### config.mk
export PLATFORM = sky130hd
export DESIGN_NAME = field_width_rom
export DESIGN_NICKNAME = d
export VERILOG_FILES = /design/src/common/g729_defines.svh /design/src/common/bitstream_pkg.sv /design/src/design/field_width_rom.sv
export SDC_FILE = /design/constraint.sdc
export NUM_CORES = 1
export LEC_CHECK = 0
export ABC_CLOCK_PERIOD_IN_PS = 800
export BUFFER_PORTS_ARGS = -buffer_cell sky130_fd_sc_hd__buf_2
export CAP_MARGIN = 5
export CORE_AREA = 2 2 39 41
export CTS_CLUSTER_DIAMETER = 40
export DETAILED_ROUTE_END_ITERATION = 8
export DIE_AREA = 0 0 41 43
export PLACE_DENSITY = 0.44
export SLEW_MARGIN = 25
export SYNTH_ARGS = -nofsm -noshare
export SYNTH_HDL_FRONTEND = slang
export SYNTH_SLANG_ARGS = --single-unit
### constraint.sdc
create_clock -name clock -period 0.8 [get_ports clock]
set_input_delay 0.08 -clock clock [delete_from_list [all_inputs] [get_ports clock]]
set_output_delay 0.08 -clock clock [all_outputs]
set_load 0.05 [all_outputs]
### src/common/g729_defines.svh
`ifndef G729_DEFINES_SVH
`define G729_DEFINES_SVH

// Frame layout
`define PRM_NUM       11
`define SERIAL_SIZE   16'd80

// ITU serial frame words
`define SYNC_WORD     16'h6B21
`define BIT_0         16'h007F
`define BIT_1         16'h0081

// Scratch memory map
`define PARAM_BASE    12'd0
// Size word at OUT_BASE+1, bit k at OUT_BASE+2+k
`define OUT_BASE      12'd16

// Scratch RAM geometry
`define SCRATCH_AW    8
`define SCRATCH_DEPTH 256

`endif

### src/common/bitstream_pkg.sv
package bitstream_pkg;

	////////////////////
	// Bit packing types
	////////////////////

	// Parameter index, 0 to 10
	typedef logic [3:0] field_idx_t;

	// Field width in bits, 1 to 13
	typedef logic [3:0] width_t;

	// Packer sequencer states
	typedef enum logic [2:0]
	{
		IDLE,
		SYNC,
		SIZE,
		FETCH,
		SHIFT,
		FINISH
	} pack_state_t;

endpackage

### src/design/field_width_rom.sv
module field_width_rom
(
	input  logic                      clock,
	input  logic                      rst_n,
	input  bitstream_pkg::field_idx_t field_idx,
	output bitstream_pkg::width_t     field_width
);

	import bitstream_pkg::*;

	width_t width_lut;

	// G.729 field widths, 80 bits per frame in total
	always_comb
	begin
		case (field_idx)
			4'd0:    width_lut = 4'd8;
			4'd1:    width_lut = 4'd10;
			4'd2:    width_lut = 4'd8;
			4'd3:    width_lut = 4'd1;
			4'd4:    width_lut = 4'd13;
			4'd5:    width_lut = 4'd4;
			4'd6:    width_lut = 4'd7;
			4'd7:    width_lut = 4'd5;
			4'd8:    width_lut = 4'd13;
			4'd9:    width_lut = 4'd4;
			4'd10:   width_lut = 4'd7;
			default: width_lut = 4'd0;
		endcase
	end

	always_ff @(posedge clock or negedge rst_n)
	begin
		if (!rst_n)
			field_width <= '0;
		else
			field_width <= width_lut;
	end

endmodule

# Word-level counts from Yosys, hierarchy flattened
# Memory sizes are Yosys's and may differ from the RTL's. A register that Yosys moved wholly into a read port is not among the register bits.
# Index checks and enable logic that the tools add are counted.
# totals
regBits	0
latchBits	0
ramBits	0
rom_bits	64
output_inout_bits	4
wordCells	2
n_memories	1
# classes
n_addsub	0
n_mul	0
div	0
magnitude_cmp	0
eq_ne	0
shift	0
n_mux	0
n_bitwise	0
reduce_logical	1
# memory_table
name	words	width	rd	rd_ports_with_merged_regs	write_ports	line_no	source
(no name shown)	16	4	1	1	0	field_width_rom.sv:16	case (field_idx)
# op_table
cell	n
$logic_not A1 Y1	1

# Longest topological paths before layout
# depth
word_depth	1
mapped_depth	2
mapped_depth_nobuf	2

# Worst setup path before layout
# Ideal clock, no wire load.
# synth_timing
kind	input to register
from	input field_idx[1]
to	register field_width[1]
setup_time_ps	131
arrival_ps	541
t_required_ps	669
slack_ps	128
stages	2
cell_sequence	nor4bb_1 -> or3_1
# synth_rtl
element	line_no	source
start, declared	field_width_rom.sv:5	input bitstream_pkg::field_idx_t field_idx,
end, declared	field_width_rom.sv:6	output bitstream_pkg::width_t field_width

# Final worst setup path
# layout_timing
from	register field_width[2]
to	output field_width[2]
# No word-level cell between the ends.

==> impl_metrics.ini <==
[outcome]
outcome = finished, violations left
violations = negative setup slack

[hold_path]
hp-class = primary input to asynchronous set/reset pin

[placed_design]
hpwl_um = 353.9
postPlaceCellArea_um2 = 286.5
place_inst = 45
pre_cts_ws_ns = -0.01845
port_buffers = 9
gp_congestion = 0.5845

[synth]
synth_simple_gate_area_share = 0.2810
synth.distinct_cells = 11
synth_top_family_by_area = simple AND/OR/NAND/NOR gates
syn_nets = 22
synth_top_area_cell = dfrtp_1
synthMuxAreaShare = 0.05229
synth-xor-area-share = 0
synth_compound_area_frac = 0.1438
yosys_warnings = 0
syn_inst = 16
postSynthAreaPerCell_um2 = 11.96
synthAdderAreaFrac = 0
synth-seq-cells = 4
ys_seq_area_frac = 0.5229
synth_top_area_frac = 0.5229
syn-cell-area_um2 = 191.4
yosys-top-cells-area = dfrtp_1 52%, nor4bb_1 10%, nand2b_1 6.5%

[timing]
drv_slew = 0
tightest_slew_ns = 0.2375
hold_ws_ns = 0.1844
hold_viol = 0
grt_setup_unrepaired = yes
relSlewSlack = 0.8394
setup_violations = 4
max_freq_mhz = 1210
fin_crit_ns = 0.8262
period_share = 1.033
fin_ws_ns = -0.02618
setup_tns_ns = -0.09809

[worst_setup_path]
slowest_delay_ns = 0.36
critPathKind = flip-flop to output pin
timing.critical_path.fanout_max = 1
critical_path_arrival_ns = 0.75
cp.required_ns = 0.72
startpoint_type = flip-flop
cp_slowest_cell = dfrtp_1
crit_chain = buf_6
crit_buf_inv = 1
worstSetupEndpointType = output pin
cp_top_family = flip-flops

[clock_tree]
cts-root-buf = clkbuf_4
clk_pin_slew_ns = 0.04
cts_setup_buffers = 0
ctsLongestPathBuffers = 2
clock_sinks = 4
h-tree-depth = 1
cts_tree = done
cts_inserted_buffers = 3

[die]
io_pins = 10
rows = 14
initial_utilization = 0.1383
die_h_um = 43
die-area_um2 = 1763
core_area_um2 = 1384
die_w_um = 41

[power_and_ir_drop]
peakVddDrop_uv = 335.1
leakage_nw = 0.1656
power-per-cell-area_nw_per_um2 = 1867
fin_total_pwr_mw = 0.6425

[finish]
largest_reg_flops = 4
stdcell_area_um2 = 344.1
final_cell_mix = 5 x buf_2, 4 x dfrtp_1, 4 x buf_6, 4 x buf_4, 3 x clkbuf_4
area_growth_pct = 79.74
fin_cells = 49
drive_gt1_frac = 0.4848
num_antenna_cells = 0
fin_nets = 41
fin_util = 0.2486
fillerInstances = 155
top_regs = field_width (4)
final_common_cell = buf_2
top_register = field_width

[detailed_routing]
vias = 197
wl_per_cell_um = 8.959
drc = 0
first_iter_violations = 2
ant_nets = 0
dr.pass1.iters = 2
wl_um = 439
viasPerCell = 4.020

[grt]
grt_pass1_vias = 206
grt_start_max_net_pins = 6
grt_pass1_wl_um = 765
antenna_found_initial = 0
grt_remaining_overflow = 0
grt_use_total = 0.06727

[flow_run]
cap_violations = 0
==> layer usage <==
layer | track usage | part of all wire
met5 | 0 | 0
met4 | 0.08000 | 0
met3 | 0.02094 | 0.14
met2 | 0.09375 | 0.48
met1 | 0.06752 | 0.38
==> cell usage after synthesis <==
| library cell | instances |
|---|---|
| nand2b_1 | 2 |
| dfrtp_1 | 4 |
| mux2i_1 | 1 |
| nor4bb_1 | 2 |
| a211o_1 | 1 |
| and2_1 | 1 |
| or3_1 | 1 |
| nor4b_1 | 1 |
| o31ai_1 | 1 |
| o22ai_1 | 1 |
| o21ai_0 | 1 |
==> where the power goes <==
group / leakage (nW) / total [mW] / switching, mW / internal [mW]
clock: 0.0138 / 0.245 / 0.0778 / 0.167
combinational: 0.101 / 0.171 / 0.0972 / 0.0737
sequential: 0.0503 / 0.226 / 0.00686 / 0.219
total: 0.166 / 0.642 / 0.182 / 0.461
==> how the worst max path moves through the flow <==
stage	from	to	slack [ns]	cells past startpoint
finish	field_width[2]	field_width[2]	-0.03	1
global route	field_width[2]	field_width[2]	-0.05	1
CTS	field_width[2]	field_width[2]	-0.05	1
detailed placement	field_idx[1]	field_width[1]	-0.02	3
global placement	field_idx[1]	field_width[1]	-0.001	3
floorplan	field_idx[1]	field_width[1]	0.13	2
==> logic make-up after synthesis <==
kind of cell,Yosys count
flops,4
simple gates,7
mux,1
compound gates,4
==> repair_timing <==
action / CTS / global route
hold buffers: 1 / 0
endpoints found under the setup margin: 4 / 4
endpoints found under the hold margin: 4 / 0
resized for setup: 8 / 0
==> cell type report <==
| class | instances | area [um^2] | share of cell area |
|---|---|---|---|
| repair buffers | 14 | 110.1 | 0.3200 |
| flip-flops and latches | 4 | 100.1 | 0.2909 |
| multi-input cells | 12 | 91.34 | 0.2655 |
| clock buffers | 3 | 22.52 | 0.06545 |
| well taps | 16 | 20.02 | 0.05818 |
(Power assumes the default switching activity.)
