### src/common/g729_defines.svh
`ifndef G729_DEFINES_SVH
`define G729_DEFINES_SVH

// Frame layout
`define PRM_NUM       11
`define SERIAL_SIZE   16'd80

// ITU serial frame words
`define SYNC_WORD     16'h6B21
`define BIT_0         16'h007F
`define BIT_1         16'h0081

// Scratch memory map
`define PARAM_BASE    12'd0
// Size word at OUT_BASE+1, bit k at OUT_BASE+2+k
`define OUT_BASE      12'd16

// Scratch RAM geometry
`define SCRATCH_AW    8
`define SCRATCH_DEPTH 256

`endif

### src/common/codec_types_pkg.sv
package codec_types_pkg;

	////////////////////
	// Data path types
	////////////////////

	// One speech codec data word
	typedef logic [15:0] word16_t;

	// Scratch memory address
	typedef logic [11:0] addr_t;

endpackage

### src/common/bitstream_pkg.sv
package bitstream_pkg;

	////////////////////
	// Bit packing types
	////////////////////

	// Parameter index, 0 to 10
	typedef logic [3:0] field_idx_t;

	// Field width in bits, 1 to 13
	typedef logic [3:0] width_t;

	// Packer sequencer states
	typedef enum logic [2:0]
	{
		IDLE,
		SYNC,
		SIZE,
		FETCH,
		SHIFT,
		FINISH
	} pack_state_t;

endpackage

### src/prm2bits/bit_serializer.sv
`include "g729_defines.svh"

module bit_serializer
(
	input  logic                     clock,
	input  logic                     rst_n,
	input  logic                     load,
	input  codec_types_pkg::word16_t prm_value,
	input  bitstream_pkg::width_t    field_width,
	output logic                     bit_valid,
	output codec_types_pkg::word16_t bit_word,
	output logic                     field_last
);

	import codec_types_pkg::*;
	import bitstream_pkg::*;

	width_t     bits_left;
	word16_t    shift_q;
	// Left shift that puts the field MSB at bit 15
	logic [4:0] align;

	assign align = 5'd16 - {1'b0, field_width};

	// Down counter of bits still to send
	always_ff @(posedge clock or negedge rst_n)
	begin
		if (!rst_n)
			bits_left <= '0;
		else if (load)
			bits_left <= field_width;
		else if (bits_left != '0)
			bits_left <= bits_left - 4'd1;
	end

	// Bits above the field width fall off the top on load
	always_ff @(posedge clock)
	begin
		if (load)
			shift_q <= prm_value << align;
		else if (bits_left != '0)
			shift_q <= {shift_q[14:0], 1'b0};
	end

	////////////////////
	// Bit word output
	////////////////////

	assign bit_valid  = (bits_left != '0);
	assign field_last = (bits_left == 4'd1);
	// Soft bit word for the ITU serial format
	assign bit_word   = shift_q[15] ? `BIT_1 : `BIT_0;

endmodule

### config.mk
export PLATFORM = sky130hd
export DESIGN_NAME = bit_serializer
export DESIGN_NICKNAME = d
export VERILOG_FILES = /design/src/common/codec_types_pkg.sv /design/src/common/bitstream_pkg.sv /design/src/prm2bits/bit_serializer.sv
export VERILOG_INCLUDE_DIRS = /design/src /design/src/common
export SDC_FILE = /design/constraint.sdc
export NUM_CORES = 1
export LEC_CHECK = 0
export ABC_AREA = 1
export BUFFER_PORTS_ARGS = -buffer_cell sky130_fd_sc_hd__buf_2
export CAP_MARGIN = 25
export CORE_ASPECT_RATIO = 0.8
export CORE_UTILIZATION = 50
export CTS_BUF_LIST = sky130_fd_sc_hd__clkbuf_16
export CTS_CLUSTER_DIAMETER = 30
export DETAILED_ROUTE_END_ITERATION = 12
export PLACE_DENSITY = 0.75
export SYNTH_ARGS = -nofsm -noshare
export SYNTH_HDL_FRONTEND = slang
export SYNTH_SLANG_ARGS = --single-unit
### constraint.sdc
create_clock -name clock -period 2.62 [get_ports clock]
set_input_delay 0.524 -clock clock [delete_from_list [all_inputs] [get_ports clock]]
set_output_delay 0.524 -clock clock [all_outputs]
set_load 0.02 [all_outputs]
Yosys cells after proc, flatten, opt, wreduce, memory -nomap -nowiden

Index checks and enable logic that the tools add are counted.
Widths: inputs -> output; s select.

Flip-flop bits (word level): 20
Input bits: 23
Output and inout bits: 18
Word-level logic and storage cells: 13

Add/sub/neg operators: 2
Equality and inequality tests: 1
Shift-type cells: 1
Mux-type cells: 5
Reduce and logical (&&, ||, !) cells: 2

Operators with widths:

| kind                | count |
|---|---|
| $mux 16             | 2 |
| $shl 16x5->16       | 1 |
| $mux 4              | 2 |
| $mux 8              | 1 |
| $sub 5x4->5 const A | 1 |
| $eq 4x1->1 const B  | 1 |
| $reduce_bool 4->1   | 1 |
| $sub 4x1->4 const B | 1 |
| $reduce_bool 2->1   | 1 |

Longest topological paths before layout

Gate-level depths: netlist of run 1.

Depth in word-level cells: 3
Gate-level depth with buffers: 14
Depth with buffers taken out: 10

Worst setup path before layout of run 1

OpenSTA, ideal clock, no wires.

Path kind: input to register
Start point: in field_width[0]
End point: reg shift_q[8] (data pin)
Setup time: 0.259 ns
Arrival: 1.940 ns
Required time: 2.361 ns
Slack: 0.420 ns
Cell stages on the path: 13
Buffers on the path: 5
Cells stage by stage: buf_6 -> inv_2 -> buf_6 -> buf_6 -> ha_1 -> clkbuf_2 -> inv_1 -> buf_4 -> nand3_1 -> nand2_1 -> nand2_1 -> nand3_1 -> nand3_1

Cells in the longest elaborated chain, start to end: 3

RTL lines:

| item                 | line                 | RTL |
|---|---|---|
| from (decl)          | bit_serializer.sv:9  | `input bitstream_pkg::width_t field_width,` |
| $sub 5x4->5          | bit_serializer.sv:23 | `assign align = 5'd16 - {1'b0, field_width};` |
| $shl 16x5->16        | bit_serializer.sv:40 | `shift_q <= prm_value << align;` |
| $mux 16              | bit_serializer.sv:39 | `if (load)` |
| to (signal assigned) | bit_serializer.sv:40 |  |
| to (signal assigned) | bit_serializer.sv:42 | `shift_q <= {shift_q[14:0], 1'b0};` |
| to (decl)            | bit_serializer.sv:19 | `word16_t shift_q;` |

Every way passes these cells.
A chain may end at the register's enable or synchronous reset.

Final worst setup path of run 1

Start point: in field_width[0]
End point: reg shift_q[14] (data pin)

Same word-level chain as after synthesis.

==> flow_metrics.py, run 1 <==
metrics = {
    "clocking": {
        "clock_latency_ps": 250,
        "clkTransAtPathRegs_ps": 50,
        "ctsHoldBuffers": 0,
        "cts_buffer_depth": 2,
        "cts_root_buffer": "clkbuf_16",
        "cts_made_buffers": 3,
        "cts_setup_buffers": 0,
        "h-tree-depth": 1,
        "cts_resized": 0,
        "cts_tree": "built",
        "cts.sinks": 20,
    },
    "critical_path": {
        "worstPathArrival_ps": 1890,
        "worstSetupStartpointType": "primary input",
        "path_class": "primary input to flop",
        "crit_path_end_kind": "flop",
        "crit_fanout": 16,
        "required_ps": 2620,
    },
    "cells_and_area": {
        "fillers": 310,
        "fin_nets": 304,
        "synthToLayoutAreaGrowth_pct": 7.78,
        "multi_input_area_um2": 931,
        "drive_gt1_share_pct": 17.0,
        "regArea_um2": 581,
        "insertedDiodeCount": 0,
        "stdcell_count": 316,
    },
    "placed_design": {
        "dp_cells": 312,
        "hpwl_um": 2900,
        "numPortBuffers": 31,
        "globalplace.congestion": 0.906,
    },
    "synth": {
        "synth.distinct_cells": 27,
        "ys_warn_count": 0,
        "synth_area_leaders": "edfxtp_1 (27%), nand2_1 (22%), nand3_1 (16%)",
        "syn_area_um2": 1750,
        "postSynthCellCount": 256,
        "yosys.area.top_type": "edfxtp_1",
        "synth_top_area_share_pct": 27.4,
        "synth_area_per_cell_um2": 6.85,
        "ys_ff_latch": 20,
        "yosysSeqAreaShare_pct": 33.1,
    },
    "routing": {
        "dr.first_iter.drc_count": 96,
        "vias": 1638,
        "drt-vias-per-instance": 5.18,
        "drtPass1Iterations": 4,
        "antenna_left": 0,
        "drc_errors": 0,
        "drt-total-wl_um": 3720,
        "wire_per_inst_um": 11.8,
    },
    "sta": {
        "period_share_pct": 72.1,
        "setup_violations": 0,
        "fmax_mhz": 529,
        "maxSlewViolCount": 0,
        "final.setup.tns_ps": 0,
        "finClkSkew_ps": 1.98,
        "min_period_ps": 1890,
        "rsz0062_at_grt": "no",
        "hold_viol": 0,
    },
    "floorplanning": {
        "core_region_area_um2": 3220,
        "die-area_um2": 3750,
        "rows": 18,
        "die_h_um": 55.0,
        "die_w_um": 68.2,
        "io_pins": 41,
        "start_util_pct": 54.4,
    },
    "grt": {
        "grt_max_degree": 20,
        "gr-usage-all-layers_pct": 22.6,
        "grt_antenna_before_repair": 0,
        "grt_pass1_wl_um": 6180,
        "grt_pass1_vias": 1440,
        "overflow": 0,
    },
    "power_and_ir_drop": {
        "vdd_drop_max_v": 0.000395,
        "p_per_area_nw_per_um2": 586,
        "p_leak_nw": 0.979,
    },
    "min_path": {
        "hold_class": "primary input to async pin",
    },
    "run_status": {
        "outcome": "finished clean",
    },
    "run": {
        "cap_violations": 0,
    },
}
## placed cells by master, fill, tap and decap left out, drive strengths merged, types with 3 or more instances in the layout
master  count
dfrtp       4
conb        9
clkbuf      3
edfxtp     16
nand2     103
inv        16
nand3      56
o21ai       6
buf        36
nor2       14
ha          4
## worst max-delay path: stages
cell,delay (ps)
buf_2,120
inv_2,40
ha_1,290
inv_1,360
nand3_1,190
nand3_1,120
nand2_1,80
nand2_1,80
nand3_1,80
## layout make-up
| type | count | area share (%) |
|---|---|---|
| tap | 40 | 2.65 |
| clock buffer | 3 | 3.97 |
| multi-input combinational | 201 | 49.3 |
| sequential | 20 | 30.7 |
| clock inverter | 1 | 0.199 |
| timing repair buffer | 36 | 10.2 |
| inverter | 15 | 2.98 |
## flip-flops by register name (all words and copies together) (netlist names)
name       cells
bits_left      4
shift_q       16
## metal layers
metal  vias to the layer above  GRT usage (%)  part of all wire [%]
met3                         4           7.17                   7.5
met5                         -              0                     0
met4                         0           4.17                  0.62
met1                       722           30.7                    48
met2                        62           35.5                    43
li1                        850              -                     -
## synthesized netlist by cell type
| library cell | instances |
|---|---|
| inv_1 | 12 |
| nor2_1 | 12 |
| nand2_4 | 1 |
| dfrtp_1 | 4 |
| nor2_4 | 1 |
| o22ai_1 | 2 |
| a31oi_1 | 1 |
| inv_2 | 3 |
| xnor2_1 | 2 |
| ha_1 | 4 |
| buf_6 | 5 |
| clkbuf_2 | 1 |
| nor3b_1 | 1 |
| conb_1 | 2 |
| nand3_4 | 1 |
| edfxtp_1 | 16 |
| nor2_2 | 1 |
| buf_4 | 18 |
| nand2_1 | 101 |
| o21ai_0 | 5 |
| nand3_1 | 55 |
| buf_2 | 3 |
| o21ai_1 | 1 |
| a211oi_1 | 1 |
| nand3b_1 | 1 |
| nand4_1 | 1 |
| nand2_2 | 1 |
## power breakdown
| part | leakage [nW] | internal [mW] | switching [mW] | total, mW |
|---|---|---|---|---|
| Clock | 0.0423 | 0.203 | 0.110 | 0.313 |
| Combinational | 0.705 | 0.121 | 0.237 | 0.358 |
| Sequential | 0.232 | 0.412 | 0.0233 | 0.436 |
## cells by family after synthesis
group	count (synthesis)	synth area share, %
other	2	0.428
flip-flops	20	33.1
AO/OA/AOI/OAI	10	3.21
XOR/XNOR	2	0.999
adder cells (fa/ha/maj)	4	2.86
buffers and inverters	42	15.3
AND/OR/NAND/NOR	176	44.1
## path summary, 6_finish.rpt
check / startpoint / end / slack [ps] / cells past startpoint
setup / recovery: field_width[0] / shift_q[14]$_DFFE_PP_ / 730 / 9
hold / removal: rst_n / bits_left[1]$_DFFE_PN0P_ / 70 / 1
setup reg to reg: bits_left[0]$_DFFE_PN0P_ / bits_left[0]$_DFFE_PN0P_ / 1240 / 6
hold reg to reg: shift_q[4]$_DFFE_PP_ / shift_q[5]$_DFFE_PP_ / 520 / 2
max in group asynchronous: rst_n / bits_left[0]$_DFFE_PN0P_ / 2430 / 1
min in group clock: load / bits_left[0]$_DFFE_PN0P_ / 520 / 2
## through the flow
step,utilization (%),hold WS (ps),worst slack [ps],cell area (um^2),power [mW]
floorplan,-,228,420,1780,0.749
global placement,56.2,332,501,1810,0.794
detailed placement,56.2,335,502,1810,0.798
CTS,58.7,68.4,762,1890,1.11
global route,58.7,70.5,560,1890,1.18
finish,58.7,68.9,731,1890,1.11
No activity file was read; power rests on OpenSTA's default activity.
==> run 2, diff against run 1 <==
--- a/config.mk
+++ b/config.mk
@@ -10,11 +10,11 @@
 export BUFFER_PORTS_ARGS = -buffer_cell sky130_fd_sc_hd__buf_2
 export CAP_MARGIN = 25
 export CORE_ASPECT_RATIO = 0.8
-export CORE_UTILIZATION = 50
+export CORE_UTILIZATION = 49
 export CTS_BUF_LIST = sky130_fd_sc_hd__clkbuf_16
 export CTS_CLUSTER_DIAMETER = 30
 export DETAILED_ROUTE_END_ITERATION = 12
-export PLACE_DENSITY = 0.75
+export PLACE_DENSITY = 0.77
 export SYNTH_ARGS = -nofsm -noshare
 export SYNTH_HDL_FRONTEND = slang
 export SYNTH_SLANG_ARGS = --single-unit
==> constraint.sdc (replaced) <==
create_clock -name clock -period 1.6 [get_ports clock]
set_input_delay 0.32 -clock clock [delete_from_list [all_inputs] [get_ports clock]]
set_output_delay 0.32 -clock clock [all_outputs]
set_load 0.02 [all_outputs]
==> run 2 against run 1 <==
Against the previous run:
- global-route usage fell by 0.34 points
- non-clock buffer count up 12
- combinational power increased by 83%
- total power is 70% higher
- critical path depth decreased by 5
- clock skew shrank 1.1 ps
- via count increased by 4.2%
- cell count grew 4.4%
- critical endpoint is now bit_valid
==> flow_metrics.py, run 2 (same netlist as run 1, synthesis figures left out) <==
metrics = {
    "run": {
        "cap_violations": 0,
    },
    "grt": {
        "grt_pass1_vias": 1478,
        "grt_antenna_before_repair": 0,
        "grt_pass1_wl_um": 6450,
        "grt_max_degree": 20,
        "overflow": 0,
        "gr-usage-all-layers_pct": 22.2,
    },
    "routing": {
        "drt-total-wl_um": 3890,
        "drtPass1Iterations": 4,
        "drc_errors": 0,
        "drt-vias-per-instance": 5.17,
        "vias": 1706,
        "dr.first_iter.drc_count": 62,
        "antenna_left": 0,
        "wire_per_inst_um": 11.8,
    },
    "cells_and_area": {
        "layout_common_cells": "nand2_1 (98), nand3_1 (49), buf_2 (29), buf_4 (17), edfxtp_1 (16)",
        "largest_reg_flops": 16,
        "final_area_um2": 2060,
        "synthToLayoutAreaGrowth_pct": 17.8,
        "postLayoutCoreUtil_pct": 60.3,
        "drive_gt1_share_pct": 25.0,
        "fillers": 325,
        "insertedDiodeCount": 0,
        "regMostFlops": "shift_q",
        "fin_nets": 316,
        "top_regs": "shift_q: 16 flops, bits_left: 4 flops",
        "mostFrequentLayoutCell": "nand2_1",
    },
    "sta": {
        "rsz0062_at_grt": "yes",
        "fmax_mhz": 658,
        "min_period_ps": 1520,
        "hold_viol": 0,
        "setup_violations": 0,
        "maxSlewViolCount": 0,
        "period_share_pct": 95.0,
        "finClkSkew_ps": 0.855,
    },
    "critical_path": {
        "crit_fanout": 4,
        "cpMaxStageDelayCell": "dfrtp_1",
        "path_buf_inv": 2,
        "path_cells": "inv_2, ha_1, nand2_2, buf_4",
        "required_ps": 1280,
        "path_class": "flop to primary output",
        "crit_family": "flip-flops",
        "crit_path_end_kind": "primary output",
        "worstSetupStartpointType": "flop",
        "worstPathArrival_ps": 1200,
        "slowest_delay_ps": 410,
    },
    "clocking": {
        "cts_buffer_depth": 2,
        "h-tree-depth": 1,
        "cts_made_buffers": 3,
        "cts_tree": "built",
        "clock_latency_ps": 250,
        "clkTransAtPathRegs_ps": 50,
        "cts.sinks": 20,
        "cts_root_buffer": "clkbuf_16",
    },
    "power_and_ir_drop": {
        "p_per_area_nw_per_um2": 910,
        "vdd_drop_max_v": 0.000732,
        "p_leak_nw": 1.05,
    },
    "placed_design": {
        "hpwl_um": 3110,
        "dpl_cell_area_um2": 1960,
        "numPortBuffers": 31,
        "globalplace.congestion": 0.872,
    },
    "floorplanning": {
        "core_region_area_um2": 3420,
        "die_h_um": 55.5,
        "io_pins": 41,
        "die_w_um": 68.9,
        "start_util_pct": 51.2,
        "die-area_um2": 3820,
        "rows": 19,
    },
    "run_status": {
        "outcome": "finished clean",
    },
    "min_path": {
        "hold_class": "primary input to flop",
    },
}
[run 2: changes by cell type in the layout (fill, tap and decap cells not counted), sizes merged]
cell | before | now
dlygate4sd3 | 0 | 1
inv | 16 | 15
buf | 36 | 47
clkinv | 0 | 1
[run 2: final cells by class]
cell class	count	area (um^2)	share of cell area, %
clock buffers	3	75.1	3.64
well taps	42	52.6	2.55
clock inverters	1	3.75	0.182
multi-input cells	201	986	47.8
inverters	15	63.8	3.09
repair buffers	48	303	14.7
flip-flops and latches	20	581	28.1
[run 2: worst reg2reg max path: cells and delay by family, from the launching register on]
family / cells / cell delay, ps
adder cells (fa/ha/maj): 1 / 220
AND/OR/NAND/NOR: 1 / 190
flip-flops: 1 / 390
buffers and inverters: 2 / 260
[run 2: timing repair]
| action | 4_1_cts | 5_1_grt |
|---|---|---|
| endpoints found under the hold margin | 4 | 0 |
| endpoints found under the setup margin | 0 | 2 |
| hold buffers | 1 | 0 |
| buffers inserted | 0 | 0 |
| resized for setup | 0 | 6 |
[run 2: stage by stage]
stage	hold WS, ps	setup TNS, ps	setup slack (ps)	instances	total power [mW]
2_1_floorplan	24.4	-2000	-199	263	1.25
3_3_place_gp	128	-235	-57.2	325	1.35
3_5_place_dp	129	-382	-83.0	325	1.37
4_1_cts	324	0	11.9	330	1.88
5_1_grt	340	-29.4	-29.4	330	2.00
6_report	332	0	79.6	330	1.88
[run 2: report_power, final]
part	internal, mW	total (mW)	switching (mW)
Sequential	0.675	0.718	0.0427
Combinational	0.244	0.655	0.411
Clock	0.332	0.506	0.174
Total	1.25	1.88	0.628
[run 2: routing by layer]
metal / part of all wire (%) / track usage (%) / vias up
met5: 0 / 0 / -
met3: 6.5 / 5.37 / 2
met4: 0.49 / 0.875 / 0
li1: - / - / 877
met2: 46 / 34.3 / 59
met1: 47 / 33.0 / 768
[run 2: final timing paths]
check	from	cells past startpoint	slack, ps	end
max	bits_left[0]$_DFFE_PN0P_	4	80	bit_valid
max in group asynchronous	rst_n	2	1080	bits_left[3]$_DFFE_PN0P_
min reg2reg	shift_q[6]$_DFFE_PP_	2	520	shift_q[7]$_DFFE_PP_
min	load	2	330	bits_left[0]$_DFFE_PN0P_
max reg2reg	bits_left[0]$_DFFE_PN0P_	4	250	shift_q[3]$_DFFE_PP_
min in group asynchronous	rst_n	2	400	bits_left[0]$_DFFE_PN0P_
==> run 3, diff against run 2 <==
--- a/config.mk
+++ b/config.mk
@@ -15,6 +15,7 @@
 export CTS_CLUSTER_DIAMETER = 30
 export DETAILED_ROUTE_END_ITERATION = 12
 export PLACE_DENSITY = 0.77
+export RECOVER_POWER = 50
 export SYNTH_ARGS = -nofsm -noshare
 export SYNTH_HDL_FRONTEND = slang
 export SYNTH_SLANG_ARGS = --single-unit
==> run 3 against run 2 <==
Against the previous run:
- worst hold slack better by 1.5 ps
- highest routed layer is now met3
- setup slack worse by 9.1 ps
- fmax is 0.59% lower
- via count is 1.5% lower
- largest power group unchanged
==> flow_metrics.py, run 3 (same netlist as run 1, synthesis figures left out) <==
metrics = {
    "routing": {
        "drt-vias-per-instance": 5.09,
        "antenna_left": 0,
        "vias": 1681,
        "wire_per_inst_um": 11.7,
        "dr.first_iter.drc_count": 68,
        "route.met2.wl_um": 1760,
        "drt-total-wl_um": 3870,
        "wl_met1_um": 1860,
        "drtPass1Iterations": 4,
        "topRoutingLayerUsed": "met3",
        "drc_errors": 0,
        "dr_wl_met3_um": 253,
    },
    "clocking": {
        "cts_made_buffers": 3,
        "clock_latency_ps": 250,
        "cts_setup_buffers": 0,
        "cts_buffer_depth": 2,
        "cts_tree": "built",
        "clkTransAtPathRegs_ps": 50,
        "cts_root_buffer": "clkbuf_16",
        "h-tree-depth": 1,
        "cts.sinks": 20,
    },
    "power_and_ir_drop": {
        "p_per_area_nw_per_um2": 916,
        "sw_frac_of_total_pct": 33.8,
        "power_frac_seq_pct": 38.5,
        "p_sw_mw": 0.630,
        "power.internal_mw": 1.24,
        "p_leak_nw": 1.03,
        "vdd_drop_max_v": 0.000731,
        "clockPowerShare_pct": 27.3,
        "power_frac_comb_pct": 34.2,
    },
    "floorplanning": {
        "die_w_um": 68.9,
        "core_region_area_um2": 3420,
        "rows": 19,
        "die_h_um": 55.5,
        "io_pins": 41,
        "die-area_um2": 3820,
        "start_util_pct": 51.2,
    },
    "cells_and_area": {
        "layout_common_cells": "nand2_1 (98), nand3_1 (49), buf_2 (21), buf_4 (17), edfxtp_1 (16)",
        "mostFrequentLayoutCell": "nand2_1",
        "postLayoutCoreUtil_pct": 59.5,
        "final_area_um2": 2040,
        "multi_input_area_um2": 981,
        "regArea_um2": 581,
        "fillers": 335,
        "insertedDiodeCount": 0,
        "largest_reg_flops": 16,
        "fin_nets": 316,
        "top_regs": "shift_q: 16 flops, bits_left: 4 flops",
        "synthToLayoutAreaGrowth_pct": 16.2,
        "regMostFlops": "shift_q",
        "drive_gt1_share_pct": 22.2,
    },
    "critical_path": {
        "path_cells": "buf_2, buf_4, nor2_2, nand2_1, nand2_1, nand2_4, nor2_2, inv_1, o21ai_0",
        "worstPathArrival_ps": 1600,
        "crit_path_end_kind": "flop",
        "required_ps": 1670,
        "crit_fanout": 7,
        "cpMaxStageDelayCell": "nor2_2",
        "worst-r2r-setup-slack_ps": 150,
        "worstSetupStartpointType": "primary input",
        "path_class": "primary input to flop",
        "crit_family": "simple AND/OR/NAND/NOR gates",
        "slowest_delay_ps": 250,
        "path_buf_inv": 3,
    },
    "sta": {
        "fmax_mhz": 654,
        "hold_viol": 0,
        "final.setup.tns_ps": 0,
        "whs_ps": 334,
        "worst_slack_ps": 70.5,
        "period_share_pct": 95.6,
        "maxSlewViolCount": 0,
        "setup_violations": 0,
        "rsz0062_at_grt": "yes",
        "finClkSkew_ps": 1.04,
        "min_period_ps": 1530,
    },
    "placed_design": {
        "globalplace.congestion": 0.872,
        "numPortBuffers": 31,
        "dpl_cell_area_um2": 1960,
        "pre_cts_slack_ps": -83.0,
        "hpwl_um": 3110,
    },
    "grt": {
        "grt_antenna_before_repair": 0,
        "grt_pass1_wl_um": 6450,
        "overflow": 0,
        "gr-usage-all-layers_pct": 22.2,
        "grt_pass1_vias": 1478,
        "grt_max_degree": 20,
    },
    "run_status": {
        "outcome": "finished clean",
    },
    "run": {
        "cap_violations": 0,
    },
    "min_path": {
        "hold_class": "primary input to flop",
    },
}
[run 3: changes by cell type in the layout (fill, tap and decap cells not counted), sizes merged]
cell    before  now
buf         47   38
clkbuf       3   12
[run 3: cell type report]
cell class	instances	share of cell area, %
tap	42	2.58
clock inverter	1	0.184
multi-input combinational	201	48.2
timing repair buffer	48	13.8
inverter	15	3.13
sequential	20	28.5
clock buffer	3	3.69
[run 3: per-stage QoR]
stage,power [mW],cells
2_1_floorplan,1.25,263
3_3_place_gp,1.35,325
3_5_place_dp,1.37,325
4_1_cts,1.88,330
5_1_grt,1.98,330
6_report,1.87,330
[run 3: power by group through the flow]
| stage | combinational [mW] | clock (mW) | sequential, mW |
|---|---|---|---|
| 2_1_floorplan | 0.540 | 0 | 0.714 |
| 3_3_place_gp | 0.630 | 0 | 0.722 |
| 3_5_place_dp | 0.641 | 0 | 0.724 |
| 4_1_cts | 0.647 | 0.519 | 0.715 |
| 5_1_grt | 0.715 | 0.537 | 0.728 |
| 6_report | 0.639 | 0.509 | 0.718 |
[run 3: metal layers]
layer	up-vias	global-route usage [%]
met1	754	33.0
met2	50	34.3
met3	0	5.37
li1	877	-
met4	0	0.875
met5	-	0
[run 3: worst register-to-register path, delay by kind of cell, from the launching register on]
family | cells | cell delay, ps
flops | 1 | 390
buf+inv | 2 | 380
fa+ha+maj | 1 | 230
simple gates | 1 | 140
[run 3: worst paths after layout]
check	cells past startpoint	end	from
setup / recovery	9	shift_q[3]$_DFFE_PP_	field_width[1]
min in group asynchronous	2	bits_left[0]$_DFFE_PN0P_	rst_n
hold reg to reg	2	shift_q[7]$_DFFE_PP_	shift_q[6]$_DFFE_PP_
setup reg to reg	4	shift_q[15]$_DFFE_PP_	bits_left[0]$_DFFE_PN0P_
max in group asynchronous	2	bits_left[3]$_DFFE_PN0P_	rst_n
hold / removal	2	bits_left[0]$_DFFE_PN0P_	load
[run 3: what timing repair did]
item,4_1_cts,5_1_grt
endpoints found under the setup margin,0,2
gates resized for setup,0,6
hold buffers,1,0
hold endpoints to repair,4,0
