`src/common/g729_defines.svh`:
```
`ifndef G729_DEFINES_SVH
`define G729_DEFINES_SVH

// Frame layout
`define PRM_NUM       11
`define SERIAL_SIZE   16'd80

// ITU serial frame words
`define SYNC_WORD     16'h6B21
`define BIT_0         16'h007F
`define BIT_1         16'h0081

// Scratch memory map
`define PARAM_BASE    12'd0
// Size word at OUT_BASE+1, bit k at OUT_BASE+2+k
`define OUT_BASE      12'd16

// Scratch RAM geometry
`define SCRATCH_AW    8
`define SCRATCH_DEPTH 256

`endif

```
`src/common/codec_types_pkg.sv`:
```
package codec_types_pkg;

	////////////////////
	// Data path types
	////////////////////

	// One speech codec data word
	typedef logic [15:0] word16_t;

	// Scratch memory address
	typedef logic [11:0] addr_t;

endpackage

```
`src/common/bitstream_pkg.sv`:
```
package bitstream_pkg;

	////////////////////
	// Bit packing types
	////////////////////

	// Parameter index, 0 to 10
	typedef logic [3:0] field_idx_t;

	// Field width in bits, 1 to 13
	typedef logic [3:0] width_t;

	// Packer sequencer states
	typedef enum logic [2:0]
	{
		IDLE,
		SYNC,
		SIZE,
		FETCH,
		SHIFT,
		FINISH
	} pack_state_t;

endpackage

```
`src/prm2bits/prm2bits_ctrl.sv`:
```
`include "g729_defines.svh"

module prm2bits_ctrl
(
	input  logic                      clock,
	input  logic                      rst_n,
	input  logic                      start,
	input  logic                      test_sel,
	input  logic                      bit_valid,
	input  codec_types_pkg::word16_t  bit_word,
	input  logic                      field_last,
	output logic                      done,
	output codec_types_pkg::addr_t    prm_rd_addr,
	output bitstream_pkg::field_idx_t field_idx,
	output logic                      load,
	output codec_types_pkg::addr_t    wr_addr,
	output codec_types_pkg::word16_t  wr_data,
	output logic                      wr_en
);

	import codec_types_pkg::*;
	import bitstream_pkg::*;

	localparam field_idx_t LAST_FIELD = field_idx_t'(`PRM_NUM - 1);

	pack_state_t state;
	pack_state_t state_nxt;
	field_idx_t  field_cnt;
	// Position of the next bit word in the frame, 0 to 79
	logic [6:0]  bit_cnt;

	////////////////////
	// State sequencing
	////////////////////

	always_comb
	begin
		state_nxt = state;
		case (state)
			IDLE:
			begin
				// No new run while the test port owns the memory
				if (start && !test_sel)
					state_nxt = SYNC;
			end
			SYNC:   state_nxt = SIZE;
			SIZE:   state_nxt = FETCH;
			FETCH:  state_nxt = SHIFT;
			SHIFT:
			begin
				if (field_last)
					state_nxt = (field_cnt == LAST_FIELD) ? FINISH : FETCH;
			end
			FINISH: state_nxt = IDLE;
			default: state_nxt = IDLE;
		endcase
	end

	always_ff @(posedge clock or negedge rst_n)
	begin
		if (!rst_n)
		begin
			state     <= IDLE;
			field_cnt <= '0;
			bit_cnt   <= '0;
			load      <= 1'b0;
		end
		else
		begin
			state <= state_nxt;
			// Both reads land one cycle after FETCH
			load  <= (state == FETCH);
			if (state == IDLE)
			begin
				field_cnt <= '0;
				bit_cnt   <= '0;
			end
			if (state == SHIFT && bit_valid)
				bit_cnt <= bit_cnt + 7'd1;
			if (state == SHIFT && field_last)
				field_cnt <= field_cnt + 4'd1;
		end
	end

	////////////////////
	// Read and write ports
	////////////////////

	// Parameter and width lookups share the field counter
	assign prm_rd_addr = `PARAM_BASE + {8'd0, field_cnt};
	assign field_idx   = field_cnt;
	assign done        = (state == FINISH);

	always_comb
	begin
		wr_en   = 1'b0;
		wr_addr = `OUT_BASE;
		wr_data = bit_word;
		case (state)
			SYNC:
			begin
				wr_en   = 1'b1;
				wr_data = `SYNC_WORD;
			end
			SIZE:
			begin
				wr_en   = 1'b1;
				wr_addr = `OUT_BASE + 12'd1;
				wr_data = `SERIAL_SIZE;
			end
			SHIFT:
			begin
				wr_en   = bit_valid;
				wr_addr = `OUT_BASE + 12'd2 + {5'd0, bit_cnt};
			end
			default: wr_en = 1'b0;
		endcase
	end

endmodule

```
`config.mk`:
```
export PLATFORM = sky130hd
export DESIGN_NAME = prm2bits_ctrl
export DESIGN_NICKNAME = d
export VERILOG_FILES = /design/src/common/codec_types_pkg.sv /design/src/common/bitstream_pkg.sv /design/src/prm2bits/prm2bits_ctrl.sv
export VERILOG_INCLUDE_DIRS = /design/src /design/src/common
export SDC_FILE = /design/constraint.sdc
export NUM_CORES = 1
export LEC_CHECK = 0
export BUFFER_PORTS_ARGS = -buffer_cell sky130_fd_sc_hd__clkbuf_2
export CORE_ASPECT_RATIO = 0.7
export CORE_MARGIN = 10
export CORE_UTILIZATION = 30
export DETAILED_ROUTE_END_ITERATION = 10
export PLACE_DENSITY = 0.63
export SYNTH_ARGS = -nofsm -noshare
export SYNTH_HDL_FRONTEND = slang
export SYNTH_SLANG_ARGS = --single-unit
export TNS_END_PERCENT = 1
```
`constraint.sdc`:
```
create_clock -name clock -period 2.1 [get_ports clock]
set_clock_uncertainty 0.05 [all_clocks]
set_input_delay 0.105 -clock clock [delete_from_list [all_inputs] [get_ports clock]]
set_output_delay 0.105 -clock clock [all_outputs]
set_load 0.02 [all_outputs]
```
# == Word level (Yosys, flattened, before mapping) ==
# Cells that the tools add are included.
# op_classes
addsub,3
n_mul,0
div,0
magnitude_cmp,0
eq_ne,8
shift,0
muxes,11
bitwise,0
n_reduce_logical,9
# ops
cell,n
16-bit one-hot mux with 2 select lines,1
8-bit one-hot mux with 2 select lines,1
3-bit one-hot mux with 5 select lines,1
7-bit 2-to-1 mux,2
3-bit 2-to-1 mux,3
5-bit by 7-bit adder with 8-bit output (first input constant),1
4-bit 2-to-1 mux,2
7-bit by 1-bit adder with 7-bit output (second input constant),1
3-bit by 2-bit == test with 1-bit output (second input constant),2
3-bit == test (second input constant),2
4-bit by 1-bit adder with 4-bit output (second input constant),1
4-bit == test (second input constant),1
2-bit inequality test (second input constant),2
2-bit nonzero test,2
3-bit by 1-bit == test with 1-bit output (second input constant),1
1-bit logical AND,3
3-bit logical NOT,1
1-bit one-hot mux with 2 select lines,1
2-bit AND reduction,1
2-bit OR reduction,1
1-bit logical NOT,1
# totals
regBits,15
latchBits,0
ram_bits,0
rom_bits,0
out_inout_bits,47
word_cells,35
n_memories,0

# == Depth between registers and ports, before layout ==
# Gate-level depths: netlist of run 1.
# depth
ltp_word,4
depth_mapped,5
depth_no_buf,5

# == Worst setup path after synthesis of run 1 ==
# Ideal clock, no wire load.
# synth_timing
path_kind,reg2out
from,register state[2]
to,output port wr_addr[7]
t_arrival_ns,1.531
path_slack_ns,0.414
path_stages_with_launch,5
n_path_buf,1
path_cell_list,dfrtp_1 clkbuf_1 nor2b_1 nand2b_1 nor3_1
# synth_between
elab_chain_cells,2
elab_cells_between_ends,3
cone_classes,eq/ne (2); mux (1)
# synth_rtl
element,line,source
from (decl),prm2bits_ctrl.sv:26,pack_state_t state;
from (signal assigned),prm2bits_ctrl.sv:70,state <= state_nxt;
3-bit == test or 3-bit by 2-bit == test with 1-bit output (tied branches),prm2bits_ctrl.sv:99,case (state)
8-bit one-hot mux with 2 select lines (*),prm2bits_ctrl.sv:99,
to (decl),prm2bits_ctrl.sv:16,"output codec_types_pkg::addr_t wr_addr,"
# Mark *: on every way between the ends. The rest lies on a longest branch, timed or not.

# == Worst setup path in the final report of run 1 ==
# Same ends and word-level chain as after synthesis.

==> results of run 1 <==
Yosys cell counts, types with 3 or more instances:
master    number
nor2b_1       11
mux2i_1        5
dfrtp_1       15
nor2_1        24
a21o_1         3
nand2_1        9
o21ai_0        9
clkbuf_1       5
nand3_1        4
ha_1           4
and2_1         3
mux2_2         4
xnor2_1        4
buf_4         16
a21oi_1       11
nor3_1         3
cell type report:
cell class	instances	area [um^2]
fillers	413	2404
multi-input cells	123	720.7
flip-flops and latches	15	375.4
repair buffers	59	305.3
well taps	52	65.06
clock buffers	4	45.04
inverters	2	7.507
metal layers:
| metal | vias to the layer above | wire (um) |
|---|---|---|
| met4 | 0 | 0 |
| met2 | 30 | 1528 |
| li1 | 589 | - |
| met3 | 0 | 248 |
| met5 | - | 0 |
| met1 | 480 | 1590 |
path summary, 6_finish.rpt:
| kind | from | endpoint | slack (ns) | cells past startpoint |
|---|---|---|---|---|
| hold / removal | field_last | state[0]$_DFFE_PN0P_ | 0.08 | 3 |
| setup reg to reg | state[1]$_DFFE_PN0P_ | bit_cnt[3]$_DFFE_PN0P_ | 0.33 | 3 |
| hold reg to reg | bit_cnt[6]$_DFFE_PN0P_ | bit_cnt[6]$_DFFE_PN0P_ | 0.47 | 1 |
| setup / recovery | state[2]$_DFFE_PN0P_ | wr_addr[7] | 0.16 | 4 |
| min in group asynchronous | rst_n | field_idx[1]$_DFFE_PN0P_ | 0.27 | 2 |
| max in group asynchronous | rst_n | field_idx[3]$_DFFE_PN0P_ | 1.45 | 2 |
worst reg2reg max path, delay by kind of cell, from the launching register on:
family	cells	cell delay, ns
and+or+nand+nor	1	0.52
DFF	1	0.49
muxes	1	0.37
AOI/OAI and AO/OA	1	0.23
registers in the layout, summed over array words and instances (netlist names):
name	count
field_idx	4
state	3
bit_cnt	7
load	1
per-stage QoR:
stage | util (%) | power, mW | hold slack [ns] | setup slack (ns) | std cells
4_1_cts | 38.72 | 2.008 | 0.07361 | 0.1782 | 255
6_report | 38.72 | 1.991 | 0.07718 | 0.1603 | 255
3_5_place_dp | 37.32 | 1.770 | -0.004249 | 0.3501 | 250
5_1_grt | 38.72 | 2.177 | 0.1014 | 0.03157 | 255
2_1_floorplan | - | 1.404 | -0.2406 | 0.4139 | 165
3_3_place_gp | 37.32 | 1.766 | -0.008076 | 0.3947 | 250
power groups by stage:
stage / combinational (mW) / clock (mW) / sequential [mW]
2_1_floorplan: 0.984 / 0 / 0.420
3_3_place_gp: 1.31 / 0 / 0.456
3_5_place_dp: 1.31 / 0 / 0.460
4_1_cts: 1.32 / 0.238 / 0.454
5_1_grt: 1.45 / 0.249 / 0.478
6_report: 1.30 / 0.232 / 0.457
kinds of logic (layout without fill, tap and decap cells):
| family | Yosys count | after routing |
|---|---|---|
| AND/OR/NAND/NOR | 66 | 66 |
| buffers and inverters | 27 | 65 |
| flip-flops | 15 | 15 |
| adder cells (fa/ha/maj) | 4 | 4 |
| XOR/XNOR | 4 | 4 |
| AO/OA/AOI/OAI | 28 | 28 |
| multiplexers | 9 | 9 |
| other | 1 | 12 |
==> impl_metrics.csv, run 1 <==
group,metric,value,unit
clocking,tritoncts.num_buffers,3,
clocking,worst_skew_pair.late_latency,0.24,ns
global_routing,grt_use_total,9.525,%
yosys,synth_xor_area_share,2.854,%
finish,syn2layout_area_growth,23.75,%
global_routing,grt.overflow.total,0,
power_and_ir_drop,sequentialPowerShare,23.0,%
floorplanning,die_height,73.52,um
clocking,cts_hold_buf,1,
finish,drive_gt1_share,33.00,%
floorplanning,core_area,3923,um^2
place,dp_hpwl,2765,um
power_and_ir_drop,pwr-share-comb,65.4,%
yosys,synth-simple-area-share,27.32,%
route,viasPerCell,4.310,
clocking,cts-root-buf,"clkbuf_8",
yosys,synth-compound-area-share,13.05,%
timing,setup_viol,0,
yosys,synth_top_area_share,30.58,%
yosys,yosys_warnings,0,
yosys,yosys.area.top_type,"dfrtp_1",
setup_path,crit_fanout,13,
setup_path,path_cells,"nor2b_1, nand2b_1, nor3_1, clkbuf_2",
place,gp_congestion,0.7748,
clocking,clock_path_buffers,2,
global_routing,grt_max_degree,16,
route,dr.pass1.iters,4,
yosys,async_flop_share,100.0,%
yosys,synth_edf_count,0,
global_routing,grt_use_met2,14.42,%
finish,final_cell_mix,"clkbuf_2, nor2_1, dfrtp_1",
setup_path,crit_family,"simple AND/OR/NAND/NOR gates",
route,antenna_left,0,
clocking,post_cts_resized,0,
global_routing,grt_pass1_vias,1093,
timing,rsz0062_at_grt,"false",
timing,max_freq,515.6,MHz
yosys,ys_seq_elements,15,
floorplanning,io_pins,69,
setup_path,slowest_delay,0.54,ns
setup_path,crit_type,"flip-flop to output port",
route,wl,3367,um
yosys,muxShareOfSynthArea,7.747,%
yosys,synth_top_family_by_area,"simple AND/OR/NAND/NOR gates",
floorplanning,rows,19,
global_routing,antenna_found_initial,0,
clocking,clock_sinks,15,
setup_path,crit_arrival,1.78,ns
timing,period_needed,1.940,ns
finish,diodes,0,
route,first_iter_violations,26,
yosys,synth-adder-area-share,4.077,%
power_and_ir_drop,power.switching,1.062,mW
yosys,synthCells,154,
timing,hold_violations,0,
setup_path,worstSetupEndpointType,"output port",
setup_path,crit_path_start_kind,"flip-flop",
global_routing,grt_pass1_wl,5451,um
setup_path,path_buf_inv,1,
finish,finish.instance_area,1519,um^2
clocking,clkTransAtPathRegs,0.06,ns
timing,drv_slew,0,
yosys,synth_area,1227,um^2
place,port_buffers,56,
finish,final_common_cell,"clkbuf_2",
yosys,synth_area_per_cell,7.970,um^2
worst_hold_path,hold_path_class,"primary input to flip-flop",
power_and_ir_drop,p_sw_share,53.34,%
power_and_ir_drop,power.share.clock,11.6,%
power_and_ir_drop,internal_power,929.1,uW
power_and_ir_drop,p_per_area,1311,nW/um^2
setup_path,cp.required,1.95,ns
run,cap_violations,0,
timing,fin_crit_sh,92.36,%
route,vias,1099,
power_and_ir_drop,p_leak,0.8055,nW
status,outcome,"finished, final reports clean",
finish,nNetsFinal,230,
clocking,post_cts_buffers,0,
timing,worst_pin_slew,0.5133,ns
clocking,htreeDepth,1,
global_routing,use_met3,4.171,%
setup_path,slowest_stage,"dfrtp_1",
yosys,yosys_most_used_dff,"dfrtp_1",
timing,maxSlewHeadroom,65.65,%
global_routing,busiest_layer,"met2",
floorplanning,die_w,96.45,um
yosys,synth_cell_type_count,34,
yosys,ys_seq_area_share,30.58,%
route,drc,0,
timing,fin_setup_tns,0,ns
place,placed_cell_area,1464,um^2
route,wl_per_cell,13.20,um
power_and_ir_drop,irDropWorstVdd,0.6734,mV
yosys,yosys-top-cells-area,"dfrtp_1, buf_4, nor2_1, nor2b_1, a21oi_1",
floorplanning,start_util,31.29,%
clocking,cts_tree,"built",
floorplanning,dieArea,7091,um^2
global_routing,use_met1,12.58,%
(Power assumes the default switching activity.)
==> inputs of run 2 (changes only) <==
--- a/config.mk
+++ b/config.mk
@@ -10,6 +10,7 @@
 export CORE_ASPECT_RATIO = 0.7
 export CORE_MARGIN = 10
 export CORE_UTILIZATION = 30
+export CTS_BUF_LIST = sky130_fd_sc_hd__clkbuf_2 sky130_fd_sc_hd__clkbuf_4 sky130_fd_sc_hd__clkbuf_8
 export DETAILED_ROUTE_END_ITERATION = 10
 export PLACE_DENSITY = 0.63
 export SYNTH_ARGS = -nofsm -noshare
==> run 2 against run 1 <==
Setup slack unchanged. Maximum frequency did not move. Worst hold slack unchanged. Clock power up 6%. Cell area rose by 0.25%. Critical endpoint unchanged.
==> impl_metrics.csv, run 2 (same netlist as run 1, synthesis figures left out) <==
group,metric,value,unit
setup_path,path_cells,"nor2b_1, nand2b_1, nor3_1, clkbuf_2",
route,drc,0,
finish,final_common_cell,"clkbuf_2",
setup_path,r2r_start,"state[1]$_DFFE_PN0P_",
global_routing,grt_use_total,9.525,%
timing,period_needed,1.940,ns
clocking,worst_skew_pair.late_latency,0.24,ns
setup_path,cp.required,1.95,ns
timing,setup_viol,0,
worst_hold_path,min_path_cells,3,
clocking,clkTransAtPathRegs,0.06,ns
timing,max_freq,515.6,MHz
place,post-place-ws,0.3501,ns
clocking,cts_tree,"built",
finish,syn2layout_area_growth,24.06,%
floorplanning,start_util,31.29,%
finish,stdcell_count,255,
timing,hold_violations,0,
setup_path,worstSetupEndpointType,"output port",
setup_path,slowest_stage,"dfrtp_1",
route,viasPerCell,4.310,
timing,fin_hold_ws,0.07718,ns
route,vias,1099,
power_and_ir_drop,total_power,2.004,mW
route,antenna_left,0,
setup_path,reg2reg_depth,3,
clocking,cts_hold_buf,1,
setup_path,r2r-end,"bit_cnt[3]$_DFFE_PN0P_",
timing,worst_pin_slew,0.5133,ns
finish,finish.instance_area,1523,um^2
finish,final_cell_mix,"clkbuf_2, nor2_1, dfrtp_1",
finish,fillCellCount,411,
floorplanning,io_pins,69,
clocking,clock_sinks,15,
clocking,cts-root-buf,"clkbuf_8",
place,dp_cells,250,
clocking,tritoncts.num_buffers,3,
setup_path,slowest_delay,0.54,ns
setup_path,crit_arrival,1.78,ns
timing,fin_setup_tns,0,ns
setup_path,crit_type,"flip-flop to output port",
power_and_ir_drop,p_sw_share,53.00,%
floorplanning,die_height,73.52,um
global_routing,grt_pass1_wl,5451,um
power_and_ir_drop,p_per_area,1316,nW/um^2
power_and_ir_drop,sequentialPowerShare,22.8,%
timing,fin_ws,0.1603,ns
finish,diodes,0,
clocking,post_cts_resized,0,
timing,drv_slew,0,
setup_path,path_buf_inv,1,
finish,largest_reg_flops,7,
finish,final_core_util,38.82,%
route,wl,3366,um
finish,nNetsFinal,230,
run,cap_violations,0,
global_routing,antenna_found_initial,0,
place,placed_cell_area,1464,um^2
place,dp_hpwl,2765,um
place,port_buffers,56,
finish,top_register,"bit_cnt",
setup_path,crit_family,"simple AND/OR/NAND/NOR gates",
power_and_ir_drop,power.share.clock,12.2,%
route,dr.pass1.iters,4,
setup_path,crit_fanout,13,
status,outcome,"finished, final reports clean",
power_and_ir_drop,irDropWorstVdd,0.6734,mV
setup_path,rrSetupSlack,0.33,ns
power_and_ir_drop,pwr-share-comb,65.0,%
global_routing,grt_pass1_vias,1093,
timing,rsz0062_at_grt,"false",
clocking,clock_path_buffers,2,
power_and_ir_drop,internal_power,942.0,uW
worst_hold_path,hold_path_end,"state[0]$_DFFE_PN0P_",
place,gp_congestion,0.7748,
floorplanning,rows,19,
timing,maxSlewHeadroom,65.65,%
route,first_iter_violations,32,
power_and_ir_drop,power.switching,1.062,mW
clocking,htreeDepth,1,
clocking,post_cts_buffers,0,
global_routing,grt.overflow.total,0,
timing,fin_crit_sh,92.36,%
worst_hold_path,hold_path_class,"primary input to flip-flop",
floorplanning,die_w,96.45,um
global_routing,grt_max_degree,16,
finish,drive_gt1_share,33.50,%
floorplanning,core_area,3923,um^2
worst_hold_path,min_from,"field_last",
floorplanning,dieArea,7091,um^2
power_and_ir_drop,p_leak,0.8089,nW
setup_path,crit_path_start_kind,"flip-flop",
route,wl_per_cell,13.20,um
run 2: cell counts in the layout (fill, tap and decap cells not counted):
Identical to the previous run, type by type.
run 2: power by group through the flow:
| stage | logic (mW) | registers, mW | clock network, mW |
|---|---|---|---|
| 2_1_floorplan | 0.984 | 0.420 | 0 |
| 3_3_place_gp | 1.31 | 0.456 | 0 |
| 3_5_place_dp | 1.31 | 0.460 | 0 |
| 4_1_cts | 1.32 | 0.454 | 0.251 |
| 5_1_grt | 1.45 | 0.478 | 0.262 |
| 6_report | 1.30 | 0.457 | 0.245 |
run 2: routing by layer:
layer	global-route usage, %	vias to the layer above	wire length [um]
met1	12.58	480	1591
met3	4.171	0	248
li1	-	589	-
met5	0	-	0
met4	0.9646	0	0
met2	14.42	30	1526
run 2: layout make-up:
cell class | instances | area [um^2] | share of cell area, %
tap | 52 | 65.06 | 4.273
multi-input combinational | 123 | 720.7 | 47.33
timing repair buffer | 59 | 305.3 | 20.05
inverter | 2 | 7.507 | 0.4930
clock buffer | 4 | 48.80 | 3.205
sequential | 15 | 375.4 | 24.65
run 2: worst register-to-register path: stages, from the launching register on:
cell,delay (ns)
dfrtp_1,0.49
and4bb_2,0.52
mux2_2,0.37
a22o_1,0.23
run 2: how the worst max path moves through the flow:
stage                              start  slack (ns)                     end  cells past startpoint
floorplan           state[2]$_DFFE_PN0P_        0.41              wr_addr[7]                      4
global placement    state[1]$_DFFE_PN0P_        0.39  bit_cnt[3]$_DFFE_PN0P_                      3
detailed placement  state[1]$_DFFE_PN0P_        0.35  bit_cnt[3]$_DFFE_PN0P_                      3
CTS                 state[2]$_DFFE_PN0P_        0.18              wr_addr[7]                      4
global route        state[2]$_DFFE_PN0P_        0.03              wr_addr[2]                      4
finish              state[2]$_DFFE_PN0P_        0.16              wr_addr[7]                      4
==> inputs of run 3 (changes only) <==
--- a/config.mk
+++ b/config.mk
@@ -13,6 +13,7 @@
 export CTS_BUF_LIST = sky130_fd_sc_hd__clkbuf_2 sky130_fd_sc_hd__clkbuf_4 sky130_fd_sc_hd__clkbuf_8
 export DETAILED_ROUTE_END_ITERATION = 10
 export PLACE_DENSITY = 0.63
+export SETUP_SLACK_MARGIN = 0.3
 export SYNTH_ARGS = -nofsm -noshare
 export SYNTH_HDL_FRONTEND = slang
 export SYNTH_SLANG_ARGS = --single-unit
==> run 3 against run 2 <==
Register-to-register slack improved by 0.03 ns. Wire length decreased by 0.30%. Count of clock-buffer cells in the layout unchanged. Combinational power about the same. Setup slack improved by 0.20 ns. Maximum frequency is 12% higher. Sequential share of layout area decreased by 0.14 points. Critical endpoint is now bit_cnt[3]$_DFFE_PN0P_. Largest power group unchanged.
==> impl_metrics.csv, run 3 (same netlist as run 1, synthesis figures left out) <==
group,metric,value,unit
route,dr.pass1.iters,4,
route,drc,0,
floorplanning,io_pins,69,
floorplanning,die_height,73.52,um
setup_path,slowest_delay,0.50,ns
setup_path,crit_arrival,1.82,ns
setup_path,r2r_start,"state[1]$_DFFE_PN0P_",
route,viasPerCell,4.325,
timing,fin_crit_sh,82.77,%
clocking,clock_sinks,15,
finish,diodes,0,
finish,multi_input_area,737.0,um^2
floorplanning,dieArea,7091,um^2
clocking,worst_skew_pair.late_latency,0.24,ns
setup_path,rrSetupSlack,0.36,ns
worst_hold_path,min_path_cells,3,
setup_path,path_cells,"and4bb_2, mux2_2, a22o_1",
place,post-place-ws,0.3501,ns
finish,nNetsFinal,230,
clocking,htreeDepth,1,
finish,top_register,"bit_cnt",
clocking,tritoncts.num_buffers,3,
setup_path,crit_family,"simple AND/OR/NAND/NOR gates",
timing,rsz0062_at_grt,"true",
clocking,clock_path_buffers,2,
global_routing,grt_pass1_vias,1095,
route,wl,3356,um
place,dp_hpwl,2765,um
worst_hold_path,hold_path_class,"primary input to flip-flop",
route,first_iter_violations,47,
place,gp_congestion,0.7748,
global_routing,grt_use_total,9.546,%
timing,fin_setup_tns,0,ns
clocking,cts-root-buf,"clkbuf_8",
setup_path,crit_fanout,12,
setup_path,slowest_stage,"and4bb_2",
floorplanning,die_w,96.45,um
finish,syn2layout_area_growth,25.59,%
global_routing,grt_max_degree,16,
timing,fin_hold_ws,0.07774,ns
floorplanning,start_util,31.29,%
setup_path,path_buf_inv,0,
route,wl_per_cell,13.16,um
power_and_ir_drop,irDropWorstVdd,0.6847,mV
global_routing,antenna_found_initial,0,
power_and_ir_drop,p_per_area,1314,nW/um^2
setup_path,reg2reg_depth,3,
timing,drv_slew,0,
power_and_ir_drop,p_leak,0.8087,nW
status,outcome,"finished, final reports clean",
setup_path,cp.required,2.18,ns
timing,max_freq,575.3,MHz
timing,setup_viol,0,
finish,final_common_cell,"clkbuf_2",
setup_path,r2r-end,"bit_cnt[3]$_DFFE_PN0P_",
run,cap_violations,0,
clocking,clkTransAtPathRegs,0.06,ns
timing,period_needed,1.738,ns
place,port_buffers,56,
setup_path,crit_path_start_kind,"flip-flop",
finish,largest_reg_flops,7,
finish,final_cell_mix,"clkbuf_2, nor2_1, dfrtp_1",
finish,drive_gt1_share,36.45,%
finish,seq_area,377.9,um^2
worst_hold_path,min_from,"field_last",
global_routing,grt.overflow.total,0,
floorplanning,rows,19,
global_routing,grt_pass1_wl,5464,um
setup_path,worstSetupEndpointType,"flip-flop",
floorplanning,core_area,3923,um^2
worst_hold_path,hold_path_end,"state[0]$_DFFE_PN0P_",
clocking,cts_tree,"built",
finish,fillCellCount,409,
timing,fin_ws,0.3618,ns
route,vias,1103,
setup_path,crit_type,"flip-flop to flip-flop",
timing,hold_violations,0,
route,antenna_left,0,
## run 3: cell counts in the layout (fill, tap and decap cells not counted)
No cell type changed its count.
## run 3: how the worst max path moves through the flow
stage | start | end | depth (start not counted)
final | state[1]$_DFFE_PN0P_ | bit_cnt[3]$_DFFE_PN0P_ | 3
after global routing | state[2]$_DFFE_PN0P_ | wr_data[0] | 4
after global placement | state[1]$_DFFE_PN0P_ | bit_cnt[3]$_DFFE_PN0P_ | 3
after detailed placement | state[1]$_DFFE_PN0P_ | bit_cnt[3]$_DFFE_PN0P_ | 3
after CTS | state[2]$_DFFE_PN0P_ | wr_addr[2] | 4
after floorplan | state[2]$_DFFE_PN0P_ | wr_addr[7] | 4
## run 3: layout make-up
type,count,share of cell area (%)
multi-input cells,123,47.81
well taps,52,4.221
repair buffers,59,19.81
inverters,2,0.4870
flip-flops and latches,15,24.51
clock buffers,4,3.166
## run 3: repair_timing
| item | in CTS | in global routing |
|---|---|---|
| setup endpoints to repair | 9 | 18 |
| hold buffers | 1 | 0 |
| setup buffers | 0 | 0 |
| hold endpoints to repair | 15 | 0 |
| resized for setup | 2 | 5 |
## run 3: per-stage QoR
stage          utilization [%]  instances  cell area [um^2]  power [mW]
3_5_place_dp             37.32        250              1464       1.770
3_3_place_gp             37.32        250              1464       1.766
5_1_grt                  39.30        255              1541       2.221
2_1_floorplan                -        165              1269       1.404
4_1_cts                  38.95        255              1528       2.033
6_report                 39.30        255              1541       2.026
## run 3: worst min-delay path, cell delays in order
cell and delay, ns:
clkbuf_2 0.10, nand2_1 0.06, a21oi_1 0.06
## run 3: layer usage
| metal | routed length (um) | share of wire, % | track usage [%] |
|---|---|---|---|
| met4 | 0 | 0 | 0.9646 |
| met3 | 248 | 7.4 | 4.171 |
| met1 | 1577 | 47 | 12.64 |
| met2 | 1531 | 46 | 14.42 |
| met5 | 0 | 0 | 0 |
## run 3: power breakdown
group	leakage [nW]	internal [mW]	switching [mW]	total, mW
Combinational	0.581	0.461	0.854	1.32
Clock	0.0262	0.147	0.0952	0.242
Sequential	0.202	0.351	0.117	0.468
Total	0.809	0.960	1.07	2.03
